--- src/rtl/soc_bus_pkg.sv ---
// Wishbone widths, address region map and bus vector types
`default_nettype none

package soc_bus_pkg;

   // ********************
   // Bus widths
   // ********************

   localparam int WB_ADR_W = 16;
   localparam int WB_DAT_W = 32;

   typedef logic [WB_ADR_W-1:0] wb_adr_t;
   typedef logic [WB_DAT_W-1:0] wb_dat_t;

   // ********************
   // Region map
   // ********************

   // Region select sits in the top address nibble
   localparam int REGION_W = 4;

   typedef logic [REGION_W-1:0] region_t;

   localparam region_t REGION_SYS  = 4'd0;
   localparam region_t REGION_GPIO = 4'd1;

   // Word index within a region, address bits 5 to 2
   localparam int REG_IDX_W = 4;

   typedef logic [REG_IDX_W-1:0] reg_idx_t;

endpackage

`default_nettype wire
--- src/rtl/soc_periph_pkg.sv ---
// Peripheral register indices, reset values and data types
`default_nettype none

package soc_periph_pkg;

   typedef logic [63:0] mtime_t;
   typedef logic [31:0] gpio_t;

   localparam int SW_IRQ_W = 2;

   typedef logic [SW_IRQ_W-1:0] sw_irq_t;

   // System controller map
   localparam soc_bus_pkg::reg_idx_t SYS_VERSION     = 4'd0;
   localparam soc_bus_pkg::reg_idx_t SYS_SW_IRQ      = 4'd1;
   localparam soc_bus_pkg::reg_idx_t SYS_RAM_STATUS  = 4'd2;
   localparam soc_bus_pkg::reg_idx_t SYS_NMI_VEC     = 4'd3;
   localparam soc_bus_pkg::reg_idx_t SYS_MTIME_LO    = 4'd4;
   localparam soc_bus_pkg::reg_idx_t SYS_MTIME_HI    = 4'd5;
   localparam soc_bus_pkg::reg_idx_t SYS_MTIMECMP_LO = 4'd6;
   localparam soc_bus_pkg::reg_idx_t SYS_MTIMECMP_HI = 4'd7;

   // GPIO map
   localparam soc_bus_pkg::reg_idx_t GPIO_IN       = 4'd0;
   localparam soc_bus_pkg::reg_idx_t GPIO_OUT      = 4'd1;
   localparam soc_bus_pkg::reg_idx_t GPIO_OE       = 4'd2;
   localparam soc_bus_pkg::reg_idx_t GPIO_IRQ_MASK = 4'd3;
   localparam soc_bus_pkg::reg_idx_t GPIO_IRQ_STAT = 4'd4;

   // Reset and constant values
   localparam soc_bus_pkg::wb_dat_t VERSION_WORD = 32'h0002_0100;
   localparam soc_bus_pkg::wb_dat_t NMI_VEC_RST  = 32'h4000_0000;
   localparam mtime_t               MTIMECMP_RST = '1;

endpackage

`default_nettype wire

--- src/rtl/periph_subsys_top.sv ---
// Peripheral subsystem top with decoder, system controller and GPIO
`default_nettype none

module periph_subsys_top (
   input  wire                          clk,
   input  wire                          i_arst_n,
   input  wire soc_bus_pkg::wb_adr_t    i_wb_adr,
   input  wire soc_bus_pkg::wb_dat_t    i_wb_dat,
   input  wire                          i_wb_we,
   input  wire                          i_wb_cyc,
   input  wire                          i_wb_stb,
   output wire soc_bus_pkg::wb_dat_t    o_wb_rdt,
   output wire                          o_wb_ack,
   input  wire                          i_ram_init_done,
   input  wire                          i_ram_init_error,
   input  wire soc_periph_pkg::gpio_t   i_gpio_in,
   output wire soc_periph_pkg::gpio_t   o_gpio_out,
   output wire soc_periph_pkg::gpio_t   o_gpio_oe,
   output wire                          o_gpio_irq,
   output wire                          o_timer_irq,
   output wire soc_periph_pkg::sw_irq_t o_sw_irq,
   output wire                          o_nmi_int,
   output wire soc_bus_pkg::wb_dat_t    o_nmi_vec
);

   soc_bus_pkg::reg_idx_t reg_idx;
   soc_bus_pkg::wb_dat_t  sys_rdt;
   soc_bus_pkg::wb_dat_t  gpio_rdt;
   wire                   sys_stb;
   wire                   sys_ack;
   wire                   gpio_stb;
   wire                   gpio_ack;

   wb_periph_decode u_decode (
      .clk        (clk),
      .i_arst_n   (i_arst_n),
      .i_wb_adr   (i_wb_adr),
      .i_wb_cyc   (i_wb_cyc),
      .i_wb_stb   (i_wb_stb),
      .i_sys_rdt  (sys_rdt),
      .i_sys_ack  (sys_ack),
      .i_gpio_rdt (gpio_rdt),
      .i_gpio_ack (gpio_ack),
      .o_reg_idx  (reg_idx),
      .o_sys_stb  (sys_stb),
      .o_gpio_stb (gpio_stb),
      .o_wb_rdt   (o_wb_rdt),
      .o_wb_ack   (o_wb_ack)
   );

   sys_ctrl u_sys_ctrl (
      .clk              (clk),
      .i_arst_n         (i_arst_n),
      .i_stb            (sys_stb),
      .i_we             (i_wb_we),
      .i_reg_idx        (reg_idx),
      .i_dat            (i_wb_dat),
      .i_ram_init_done  (i_ram_init_done),
      .i_ram_init_error (i_ram_init_error),
      .o_rdt            (sys_rdt),
      .o_ack            (sys_ack),
      .o_timer_irq      (o_timer_irq),
      .o_sw_irq         (o_sw_irq),
      .o_nmi_int        (o_nmi_int),
      .o_nmi_vec        (o_nmi_vec)
   );

   gpio_regs u_gpio (
      .clk        (clk),
      .i_arst_n   (i_arst_n),
      .i_stb      (gpio_stb),
      .i_we       (i_wb_we),
      .i_reg_idx  (reg_idx),
      .i_dat      (i_wb_dat),
      .i_gpio_in  (i_gpio_in),
      .o_rdt      (gpio_rdt),
      .o_ack      (gpio_ack),
      .o_gpio_out (o_gpio_out),
      .o_gpio_oe  (o_gpio_oe),
      .o_gpio_irq (o_gpio_irq)
   );

endmodule

`default_nettype wire

--- src/rtl/gpio_regs.sv ---
// GPIO registers, input synchronizer and edge interrupt logic
`default_nettype none

module gpio_regs (
   input  wire                          clk,
   input  wire                          i_arst_n,
   input  wire                          i_stb,
   input  wire                          i_we,
   input  wire soc_bus_pkg::reg_idx_t   i_reg_idx,
   input  wire soc_bus_pkg::wb_dat_t    i_dat,
   input  wire soc_periph_pkg::gpio_t   i_gpio_in,
   output soc_bus_pkg::wb_dat_t         o_rdt,
   output logic                         o_ack,
   output soc_periph_pkg::gpio_t        o_gpio_out,
   output soc_periph_pkg::gpio_t        o_gpio_oe,
   output logic                         o_gpio_irq
);

   soc_periph_pkg::gpio_t in_meta;
   soc_periph_pkg::gpio_t in_sync;
   soc_periph_pkg::gpio_t in_prev;
   soc_periph_pkg::gpio_t irq_mask;
   soc_periph_pkg::gpio_t irq_stat;
   soc_periph_pkg::gpio_t rise;
   soc_periph_pkg::gpio_t stat_clr;
   logic                  acc;
   logic                  wr;

   assign acc = i_stb & ~o_ack;
   assign wr  = acc & i_we;

   always_ff @(posedge clk or negedge i_arst_n) begin
      if (!i_arst_n) begin
         o_ack <= 1'b0;
      end else begin
         o_ack <= acc;
      end
   end

   // ********************
   // Input path
   // ********************

   // Two flop synchronizer, then one more stage for edge detect
   always_ff @(posedge clk or negedge i_arst_n) begin
      if (!i_arst_n) begin
         in_meta <= '0;
         in_sync <= '0;
         in_prev <= '0;
      end else begin
         in_meta <= i_gpio_in;
         in_sync <= in_meta;
         in_prev <= in_sync;
      end
   end

   assign rise     = in_sync & ~in_prev & irq_mask;
   assign stat_clr = (wr && i_reg_idx == soc_periph_pkg::GPIO_IRQ_STAT) ? i_dat : '0;

   // New edges win over a clear in the same cycle
   always_ff @(posedge clk or negedge i_arst_n) begin
      if (!i_arst_n) begin
         irq_stat <= '0;
      end else begin
         irq_stat <= (irq_stat & ~stat_clr) | rise;
      end
   end

   assign o_gpio_irq = |irq_stat;

   // ********************
   // Bus registers
   // ********************

   always_ff @(posedge clk or negedge i_arst_n) begin
      if (!i_arst_n) begin
         o_gpio_out <= '0;
         o_gpio_oe  <= '0;
         irq_mask   <= '0;
      end else if (wr) begin
         case (i_reg_idx)
            soc_periph_pkg::GPIO_OUT:      o_gpio_out <= i_dat;
            soc_periph_pkg::GPIO_OE:       o_gpio_oe <= i_dat;
            soc_periph_pkg::GPIO_IRQ_MASK: irq_mask <= i_dat;
            default: ;
         endcase
      end
   end

   always_ff @(posedge clk) begin
      if (acc) begin
         case (i_reg_idx)
            soc_periph_pkg::GPIO_IN:       o_rdt <= in_sync;
            soc_periph_pkg::GPIO_OUT:      o_rdt <= o_gpio_out;
            soc_periph_pkg::GPIO_OE:       o_rdt <= o_gpio_oe;
            soc_periph_pkg::GPIO_IRQ_MASK: o_rdt <= irq_mask;
            soc_periph_pkg::GPIO_IRQ_STAT: o_rdt <= irq_stat;
            default:                       o_rdt <= '0;
         endcase
      end
   end

   // Held strobe must not produce a second ack
   assert property (@(posedge clk) disable iff (!i_arst_n)
      o_ack |=> !o_ack);

endmodule

`default_nettype wire

--- src/rtl/sys_ctrl.sv ---
// System controller registers, machine timer and interrupt outputs
`default_nettype none

module sys_ctrl (
   input  wire                          clk,
   input  wire                          i_arst_n,
   input  wire                          i_stb,
   input  wire                          i_we,
   input  wire soc_bus_pkg::reg_idx_t   i_reg_idx,
   input  wire soc_bus_pkg::wb_dat_t    i_dat,
   input  wire                          i_ram_init_done,
   input  wire                          i_ram_init_error,
   output soc_bus_pkg::wb_dat_t         o_rdt,
   output logic                         o_ack,
   output logic                         o_timer_irq,
   output soc_periph_pkg::sw_irq_t      o_sw_irq,
   output logic                         o_nmi_int,
   output soc_bus_pkg::wb_dat_t         o_nmi_vec
);

   soc_periph_pkg::mtime_t mtime;
   soc_periph_pkg::mtime_t mtimecmp;
   logic                   acc;
   logic                   wr;

   // First cycle of a strobe only
   assign acc = i_stb & ~o_ack;
   assign wr  = acc & i_we;

   always_ff @(posedge clk or negedge i_arst_n) begin
      if (!i_arst_n) begin
         o_ack <= 1'b0;
      end else begin
         o_ack <= acc;
      end
   end

   // ********************
   // Machine timer
   // ********************

   always_ff @(posedge clk or negedge i_arst_n) begin
      if (!i_arst_n) begin
         mtime <= '0;
      end else if (wr && i_reg_idx == soc_periph_pkg::SYS_MTIME_LO) begin
         mtime[31:0] <= i_dat;
      end else if (wr && i_reg_idx == soc_periph_pkg::SYS_MTIME_HI) begin
         mtime[63:32] <= i_dat;
      end else begin
         mtime <= mtime + 64'd1;
      end
   end

   assign o_timer_irq = (mtime >= mtimecmp);

   // ********************
   // Control registers
   // ********************

   always_ff @(posedge clk or negedge i_arst_n) begin
      if (!i_arst_n) begin
         mtimecmp  <= soc_periph_pkg::MTIMECMP_RST;
         o_sw_irq  <= '0;
         o_nmi_vec <= soc_periph_pkg::NMI_VEC_RST;
      end else if (wr) begin
         case (i_reg_idx)
            soc_periph_pkg::SYS_SW_IRQ:      o_sw_irq <= i_dat[1:0];
            soc_periph_pkg::SYS_NMI_VEC:     o_nmi_vec <= i_dat;
            soc_periph_pkg::SYS_MTIMECMP_LO: mtimecmp[31:0] <= i_dat;
            soc_periph_pkg::SYS_MTIMECMP_HI: mtimecmp[63:32] <= i_dat;
            default: ;
         endcase
      end
   end

   // Sticky until reset
   always_ff @(posedge clk or negedge i_arst_n) begin
      if (!i_arst_n) begin
         o_nmi_int <= 1'b0;
      end else begin
         o_nmi_int <= o_nmi_int | i_ram_init_error;
      end
   end

   // Read word captured on the same edge that raises ack
   always_ff @(posedge clk) begin
      if (acc) begin
         case (i_reg_idx)
            soc_periph_pkg::SYS_VERSION:     o_rdt <= soc_periph_pkg::VERSION_WORD;
            soc_periph_pkg::SYS_SW_IRQ:      o_rdt <= {30'd0, o_sw_irq};
            soc_periph_pkg::SYS_RAM_STATUS:  o_rdt <= {30'd0, i_ram_init_error,
                                                       i_ram_init_done};
            soc_periph_pkg::SYS_NMI_VEC:     o_rdt <= o_nmi_vec;
            soc_periph_pkg::SYS_MTIME_LO:    o_rdt <= mtime[31:0];
            soc_periph_pkg::SYS_MTIME_HI:    o_rdt <= mtime[63:32];
            soc_periph_pkg::SYS_MTIMECMP_LO: o_rdt <= mtimecmp[31:0];
            soc_periph_pkg::SYS_MTIMECMP_HI: o_rdt <= mtimecmp[63:32];
            default:                         o_rdt <= '0;
         endcase
      end
   end

   // No ack without a strobe on the edge before
   assert property (@(posedge clk) disable iff (!i_arst_n)
      o_ack |-> $past(i_stb));

endmodule

`default_nettype wire

--- src/rtl/wb_periph_decode.sv ---
// Region decoder, strobe routing, read data mux and unmapped access ack
`default_nettype none

module wb_periph_decode (
   input  wire                          clk,
   input  wire                          i_arst_n,
   input  wire soc_bus_pkg::wb_adr_t    i_wb_adr,
   input  wire                          i_wb_cyc,
   input  wire                          i_wb_stb,
   input  wire soc_bus_pkg::wb_dat_t    i_sys_rdt,
   input  wire                          i_sys_ack,
   input  wire soc_bus_pkg::wb_dat_t    i_gpio_rdt,
   input  wire                          i_gpio_ack,
   output soc_bus_pkg::reg_idx_t        o_reg_idx,
   output logic                         o_sys_stb,
   output logic                         o_gpio_stb,
   output soc_bus_pkg::wb_dat_t         o_wb_rdt,
   output logic                         o_wb_ack
);

   soc_bus_pkg::region_t region;
   logic                 req;
   logic                 hit_sys;
   logic                 hit_gpio;
   logic                 unmapped_ack;

   // ********************
   // Address decode
   // ********************

   assign region   = i_wb_adr[soc_bus_pkg::WB_ADR_W-1 -: soc_bus_pkg::REGION_W];
   assign req      = i_wb_cyc & i_wb_stb;
   assign hit_sys  = (region == soc_bus_pkg::REGION_SYS);
   assign hit_gpio = (region == soc_bus_pkg::REGION_GPIO);

   assign o_reg_idx  = i_wb_adr[soc_bus_pkg::REG_IDX_W+1:2];
   assign o_sys_stb  = req & hit_sys;
   assign o_gpio_stb = req & hit_gpio;

   // Nobody home, answer anyway so the master never hangs
   always_ff @(posedge clk or negedge i_arst_n) begin
      if (!i_arst_n) begin
         unmapped_ack <= 1'b0;
      end else begin
         unmapped_ack <= req & ~hit_sys & ~hit_gpio & ~unmapped_ack;
      end
   end

   // ********************
   // Response return
   // ********************

   // Steer by whichever ack is up, zero otherwise
   always_comb begin
      if (i_sys_ack) begin
         o_wb_rdt = i_sys_rdt;
      end else if (i_gpio_ack) begin
         o_wb_rdt = i_gpio_rdt;
      end else begin
         o_wb_rdt = '0;
      end
   end

   assign o_wb_ack = i_sys_ack | i_gpio_ack | unmapped_ack;

   // At most one responder per cycle across both peripherals
   assert property (@(posedge clk) disable iff (!i_arst_n)
      $onehot0({i_sys_ack, i_gpio_ack, unmapped_ack}));

endmodule

`default_nettype wire

--- config.mk ---
export PLATFORM = sky130hd
export DESIGN_NAME = periph_subsys_top
export DESIGN_NICKNAME = d
export VERILOG_FILES = /design/src/rtl/soc_bus_pkg.sv /design/src/rtl/soc_periph_pkg.sv /design/src/rtl/periph_subsys_top.sv /design/src/rtl/gpio_regs.sv /design/src/rtl/sys_ctrl.sv /design/src/rtl/wb_periph_decode.sv
export SDC_FILE = /design/constraint.sdc
export NUM_CORES = 1
export LEC_CHECK = 0
export ABC_AREA = 0
export BUFFER_PORTS_ARGS = -buffer_cell sky130_fd_sc_hd__buf_2
export CAP_MARGIN = 10
export CORE_MARGIN = 1
export CORE_UTILIZATION = 54
export DETAILED_ROUTE_END_ITERATION = 10
export GPL_TIMING_DRIVEN = 0
export PLACE_DENSITY = 0.77
export RECOVER_POWER = 25
export SLEW_MARGIN = 40
export SYNTH_ARGS = -nofsm -noshare
export SYNTH_HDL_FRONTEND = slang
export SYNTH_HIERARCHICAL = 1
export SYNTH_SLANG_ARGS = --single-unit
--- constraint.sdc ---
create_clock -name clk -period 3.1 [get_ports clk]
set_input_delay 0.465 -clock clk [delete_from_list [all_inputs] [get_ports clk]]
set_output_delay 0.465 -clock clk [all_outputs]
set_load 0.005 [all_outputs]
==> impl_metrics.csv, run 1 <==
group,metric,value,unit
global_routing,grt_pass1_vias,17800,
critical_path,cpPeakStageDelay,0.54,ns
cts,cts_buffers,48,
sta,setup_tns,-0.292,ns
cells_and_area,stdcell_count,2750,
sta,rsz0062_at_grt,"yes",
cells_and_area,drive_gt1_share,26.4,%
die,die_h,201,microns
critical_path,path_cells,"inv_1, ha_1, nand4_1, nor4_4, o311a_1, nor4_2, o21ai_2, buf_2",
critical_path,worstSetupPathType,"register to primary output",
placement,dp_cells,2626,
cts,cts_sinks,454,
sta,tightest_slew,1.88,ns
sta,setup_viol,1,
cells_and_area,fillers,2932,
yosys,synthCells,1893,
cts,cts_tree,"built",
sta,min_period,3.39,ns
pwr,leakage,0.0117,uW
sta,finClkSkew,0.0286,ns
critical_path,slowest_stage,"dfstp_2",
routing,drt_iter0_drc,2740,
critical_path,cp.arrival,2.93,ns
sta,slew_headroom,-25.7,%
run_status,outcome,"finished with violations",
routing,wl_per_cell,26.6,microns
yosys,yosysUniqueCellTypes,88,
yosys,async_flop_share,85.9,%
sta,post-route-period-util,109,%
routing,ant_nets,0,
sta,hold_ws,0.158,ns
yosys,synth_enable_flop_cells,64,
cells_and_area,final_nets,2349,
yosys,postSynthAreaPerCell,11.3,sq um
cells_and_area,post-route-util,65.3,%
yosys,yosys_warnings,6,
global_routing,grt_pass1_wl,110000,microns
run,maxCapViolations,3,
cells_and_area,n_antenna_cell,0,
routing,wl,73200,microns
sta,fmax,295,MHz
routing,route.detailed.drc,0,
hold_path,hold_class,"input port to register",
pwr,ir_drop,0.492,mV
global_routing,antenna_found_initial,0,
cts,clkLatencyLatePin,0.60,ns
placement,dp_hpwl,52900,microns
global_routing,grt.total_usage,36.1,%
run_status,violations,"capacitance limit, slew limit, setup timing",
cts,cts_max_level,2,
routing,num_vias,18300,
placement,numPortBuffers,208,
die,start_util,55.2,%
routing,dr.pass1.iters,8,
die,io_pins,221,
critical_path,required,2.63,ns
cts,clock_path_buffers,3,
routing,viasPerCell,6.66,
pwr,total_power,13100,uW
cells_and_area,area_growth,18.4,%
critical_path,cp-end-kind,"primary output",
placement,gp_congestion,0.968,
critical_path,worst_setup_path_start_kind,"register",
die,core,38900,sq um
die,row_count,72,
pwr,powerDensity,516,nW/um^2
critical_path,cpLargestDelayFamily,"simple AND/OR/NAND/NOR gates",
yosys,synth_seq_cells,454,
critical_path,worst-path-buf-inv,2,
die,dieArea,40500,sq um
yosys,yosys_most_used_dff,"dfrtp_1",
yosys,synth_seq_area_share,54.8,%
yosys,syn-num-nets,2045,
critical_path,path_max_fanout,3,
sta,finalHoldViolCount,0,
cts,cts.clk_slew.worst_paths,0.06,ns
die,die_w,201,microns
cells_and_area,reg_top3,"u_sys_ctrl/mtime (64), u_sys_ctrl/mtimecmp (64)",
sta,layout_setup_ws,-0.292,ns
global_routing,grt_max_degree,81,
sta,drv_slew,220,
yosys,syn_area,21500,sq um
global_routing,overflow,0,
cts,root_buffer,"clkbuf_16",
## through the flow
stage | instance area, sq um | setup slack, ns
floorplan | 21500 | 0.212
global placement | 23200 | -6.07
detailed placement | 23400 | -0.385
CTS | 25500 | -0.196
global route | 25400 | -0.279
finish | 25400 | -0.292
## cells in the final DEF (no fill, tap or decap), types with 20 or more instances in the layout
cell           instances
nand3_1               64
mux2_4                30
mux2_2                97
dfstp_2               65
nor4_1                20
dlygate4sd3_1         33
a22o_1                34
clkbuf_1              91
a21oi_1               88
o2bb2ai_1             33
nor2_1                61
nand2_1              220
inv_1                 69
ha_1                  51
dfrtp_1              321
clkbuf_16             50
o21ai_0              107
a22oi_1              100
a222oi_1              29
buf_2                224
mux2_1                35
edfxtp_1              64
nand4_1               37
## logic make-up after synthesis
logic type | after synthesis | share of synthesized area, %
AND/OR/NAND/NOR | 507 | 12.0
AO/OA/AOI/OAI | 504 | 16.2
flip-flops | 454 | 54.8
buffers and inverters | 200 | 4.19
multiplexers | 163 | 9.07
adder cells (fa/ha/maj) | 65 | 3.79
## worst register-to-register path, cell delays in order (launching register included)
cell	delay (ns)
dfrtp_1	0.59
ha_1	0.32
nand4_2	0.28
nor4_4	0.45
nand4_1	0.30
buf_2	0.29
nor3_1	0.27
o211ai_1	0.14
a22o_1	0.21
## where the power goes
part	switching (uW)	internal [uW]	total, uW
Combinational	681	411	1090
Sequential	273	6280	6550
Clock	2400	3070	5470
## worst paths after layout
kind                                          from              endpoint  slack (ns)  cells after the start
setup / recovery           u_sys_ctrl/mtimecmp[26]           o_timer_irq       -0.29                      8
hold / removal                    i_ram_init_error  u_sys_ctrl/o_nmi_int        0.16                      2
setup reg to reg               u_sys_ctrl/mtime[0]  u_sys_ctrl/mtime[48]        0.13                      8
hold reg to reg                 u_gpio/in_meta[15]    u_gpio/in_sync[15]        0.35                      0
max in group asynchronous                 i_arst_n    u_gpio/in_sync[24]        0.36                      5
min in group asynchronous                 i_arst_n  u_sys_ctrl/mtime[42]        0.34                      2
## final cells by class
class                      count  area, sq um  share of cell area [%]
multi-input combinational   1239         9060                    35.7
buffer                       126          622                    2.45
clock inverter                14          109                   0.428
sequential                   454        11800                    46.3
clock buffer                  71         1370                    5.39
inverter                      74          278                    1.09
timing repair buffer         254         1550                    6.10
tap                          518          648                    2.55
## cells in the mapped netlist, types with 5 or more instances
cell type,n,area [sq um]
a211oi_1,11,82.6
a21o_1,11,82.6
a21oi_1,91,455
a222oi_1,29,290
a22o_1,34,298
a22oi_1,100,751
a31oi_1,9,56.3
and2_1,12,75.1
and3_1,14,87.6
and4_1,8,70.1
buf_1,9,33.8
buf_2,20,100
buf_4,12,90.1
buf_6,10,113
clkbuf_1,72,270
dfrtp_1,325,8130
dfstp_2,65,1710
edfxtp_1,64,1920
ha_1,65,813
inv_1,74,278
mux2_1,35,394
mux2_2,97,1090
mux2_4,30,450
nand2_1,220,826
nand3_1,64,320
nand4_1,37,231
nor2_1,61,229
nor2b_1,6,37.5
nor3_1,19,95.1
nor4_1,23,144
o21ai_0,112,561
o22a_1,12,105
o22ai_1,16,100
o2bb2ai_1,33,289
o31ai_1,5,37.5
o32ai_1,5,43.8
## repair_timing
item | 4_1_cts | 5_1_grt
setup buffers | 6 | 0
endpoints found under the hold margin | 67 | 0
cloned | 0 | 0
setup endpoints to repair | 1 | 7
hold buffers | 33 | 0
gates resized for setup | 37 | 3
pin swaps | 16 | 3
## routing by layer
layer / GRT usage, % / routed length (microns) / vias to the layer above
met5: 0 / 0 / -
met4: 17.7 / 3900 / 0
met3: 7.13 / 7710 / 232
met2: 54.6 / 32900 / 1213
met1: 49.9 / 28700 / 9204
li1: - / - / 7665
Note: power is estimated with default switching activity, not from simulation.
==> run 2, diff against run 1 <==
CORE_UTILIZATION = 44   (was 54)
PLACE_DENSITY = 0.75   (was 0.77)
==> run 2 against run 1 <==
- the flow still finishes with violations (capacitance limit, slew limit, setup timing)
- die area up 22%
- critical path depth up 1
- via count down 0.85%
- clock skew down 0.0028 ns
- sequential share of layout area down 0.76 points
- hold slack worse by 0.025 ns
- first-iteration DRC count down 18%
- utilization down 11 points
- combinational power about the same
- clock power up 5.9%
- count of clock-buffer cells in the layout unchanged
- highest routed layer is now met5
==> impl_metrics.csv, run 2 (synthesis results as in run 1) <==
group,metric,value,unit
run_status,outcome,"finished with violations",
run_status,violations,"capacitance limit, slew limit, setup timing",
critical_path,regToRegSetupSlack,-0.09,ns
cts,cts.clk_slew.worst_paths,0.06,ns
cells_and_area,drive_gt1_share,27.4,%
critical_path,critPathMostFrequentCell,"nor4_4",
cells_and_area,mostFrequentLayoutCells,"dfrtp_1, buf_2, nand2_1, o21ai_0, a22oi_1",
routing,drt_iter0_drc,2258,
critical_path,worstSetupPathType,"register to primary output",
pwr,p_sw_share,25.3,%
critical_path,cpPeakStageDelay,0.53,ns
hold_path,hold_class,"input port to register",
cts,root_buffer,"clkbuf_16",
routing,ant_nets,0,
cells_and_area,reg_top3,"u_sys_ctrl/mtime (64), u_sys_ctrl/mtimecmp (64)",
global_routing,overflow,0,
critical_path,cp.arrival,2.93,ns
pwr,powerDensity,521,nW/um^2
critical_path,path_max_fanout,3,
cells_and_area,final_nets,2354,
routing,wl,76200,microns
sta,rsz0062_at_grt,"yes",
placement,gp_congestion,0.995,
cts,clock_path_buffers,3,
sta,fmax,294,MHz
die,die_h,223,microns
sta,slew_headroom,-43.1,%
pwr,p_int,10100,uW
pwr,switchingPower,3400,uW
cells_and_area,layout_commonest_cell,"dfrtp_1",
critical_path,ff2ff_path_depth,6,
pwr,total_power,13500,uW
sta,setup_tns,-3.49,ns
cells_and_area,post-route-util,53.9,%
critical_path,required,2.63,ns
cts,clkLatencyLatePin,0.60,ns
global_routing,grt.total_usage,30.2,%
critical_path,path_cells,"inv_1, ha_1, nand4_1, buf_6, nor4_4, o311a_1, nor4_4, o21ai_2, buf_2",
pwr,ir_drop,0.426,mV
global_routing,grt_pass1_wl,113000,microns
pwr,pwr-share-comb,8.3,%
sta,finClkSkew,0.0259,ns
run,maxCapViolations,2,
routing,wl_per_cell,26.7,microns
cts,cts_tree,"built",
placement,dp_slack,-0.356,ns
critical_path,timing.rr.start,"u_gpio/o_ack",
critical_path,cp-end-kind,"primary output",
sta,finalHoldViolCount,0,
cells_and_area,regArea,11800,sq um
routing,num_vias,18200,
global_routing,grt_pass1_vias,17800,
sta,setup_viol,59,
routing,viasPerCell,6.35,
routing,route.detailed.drc,0,
die,core,47900,sq um
cts,cts_max_level,2,
sta,min_period,3.40,ns
placement,dp_hpwl,55600,microns
placement,numPortBuffers,208,
critical_path,slowest_stage,"dfstp_2",
sta,layout_setup_ws,-0.297,ns
sta,post-route-period-util,110,%
global_routing,grt_max_degree,66,
cells_and_area,multiInputGateArea,9140,sq um
sta,tightest_slew,2.15,ns
cells_and_area,fillers,4079,
die,dieArea,49700,sq um
sta,drv_slew,53,
routing,dr.pass1.iters,7,
pwr,leakage,0.0118,uW
die,io_pins,221,
die,row_count,80,
cts,cts_buffers,48,
cts,cts_sinks,454,
cells_and_area,area_growth,20.4,%
critical_path,cp-endpoint,"o_timer_irq",
pwr,power_frac_seq,48.7,%
critical_path,reg2reg_to,"u_gpio/o_gpio_out[3]",
critical_path,worst_setup_path_start_kind,"register",
die,die_w,223,microns
global_routing,antenna_found_initial,2,
critical_path,worstSetupStartpoint,"u_sys_ctrl/mtimecmp[24]",
pwr,power.share.clock,43.0,%
die,start_util,44.8,%
run 2: cell count changes in the layout (fill, tap and decap cells not counted), moves of 4 or more:
| cell | delta |
|---|---|
| clkbuf_8 | +4 |
| buf_16 | +4 |
| ha_1 | -6 |
| inv_1 | -5 |
| ha_4 | +6 |
| inv_2 | +5 |
run 2: per-layer routing:
layer / track usage (%) / vias to the layer above / wire length (microns) / part of all wire, %
li1: - / 7683 / - / -
met1: 42.1 / 9211 / 31300 / 41
met2: 47.0 / 1095 / 34700 / 46
met3: 5.86 / 165 / 7450 / 9.8
met4: 10.9 / 4 / 2620 / 3.4
met5: 0 / - / 22 / 0.029
run 2: power groups by stage:
| stage | sequential, uW | combinational, uW | clock, uW |
|---|---|---|---|
| 3_5_place_dp | 6640 | 1040 | 0 |
| 3_3_place_gp | 6640 | 988 | 0 |
| 4_1_cts | 6540 | 1100 | 5880 |
| 2_1_floorplan | 6540 | 553 | 0 |
| 5_1_grt | 6570 | 1220 | 6090 |
| 6_report | 6550 | 1120 | 5790 |
run 2: repair_timing:
action	in CTS	in global routing
pin swaps	14	8
setup endpoints to repair	1	3
setup buffers	4	6
resized for setup	38	17
endpoints found under the hold margin	65	0
hold buffers	33	0
cloned	0	0
run 2: metrics by stage:
step	area [sq um]	hold WS, ns	std cells
after detailed placement	23500	0.335	2724
after global routing	25800	0.112	2856
after CTS	25700	0.101	2850
final	25800	0.132	2858
after global placement	23300	0.335	2716
after floorplan	21500	0.169	1893
run 2: worst min-delay path by stage:
stage / start / end / depth (start not counted)
3_5_place_dp: u_gpio/in_meta[4] / u_gpio/in_sync[4] / 0
2_1_floorplan: i_arst_n / u_decode/unmapped_ack / 0
5_1_grt: i_wb_stb / u_decode/unmapped_ack / 3
4_1_cts: i_wb_stb / u_decode/unmapped_ack / 3
3_3_place_gp: u_gpio/in_meta[15] / u_gpio/in_sync[15] / 0
6_report: i_wb_stb / u_decode/unmapped_ack / 3
run 2: cell type report:
class | count | share of cell area (%)
flip-flops and latches | 454 | 45.6
multi-input cells | 1239 | 35.4
repair buffers | 259 | 6.45
clock buffers | 71 | 5.38
well taps | 615 | 2.98
plain buffers | 126 | 2.41
inverters | 74 | 1.08
clock inverters | 18 | 0.775
diodes | 2 | 0.0194
run 2: critical path, delay by kind of cell, from the launching register on:
kind	cells	cell delay, ns
DFF	1	0.53
AOI/OAI and AO/OA	2	0.58
buffers and inverters	3	0.36
and+or+nand+nor	3	0.59
adders and majority gates	1	0.28
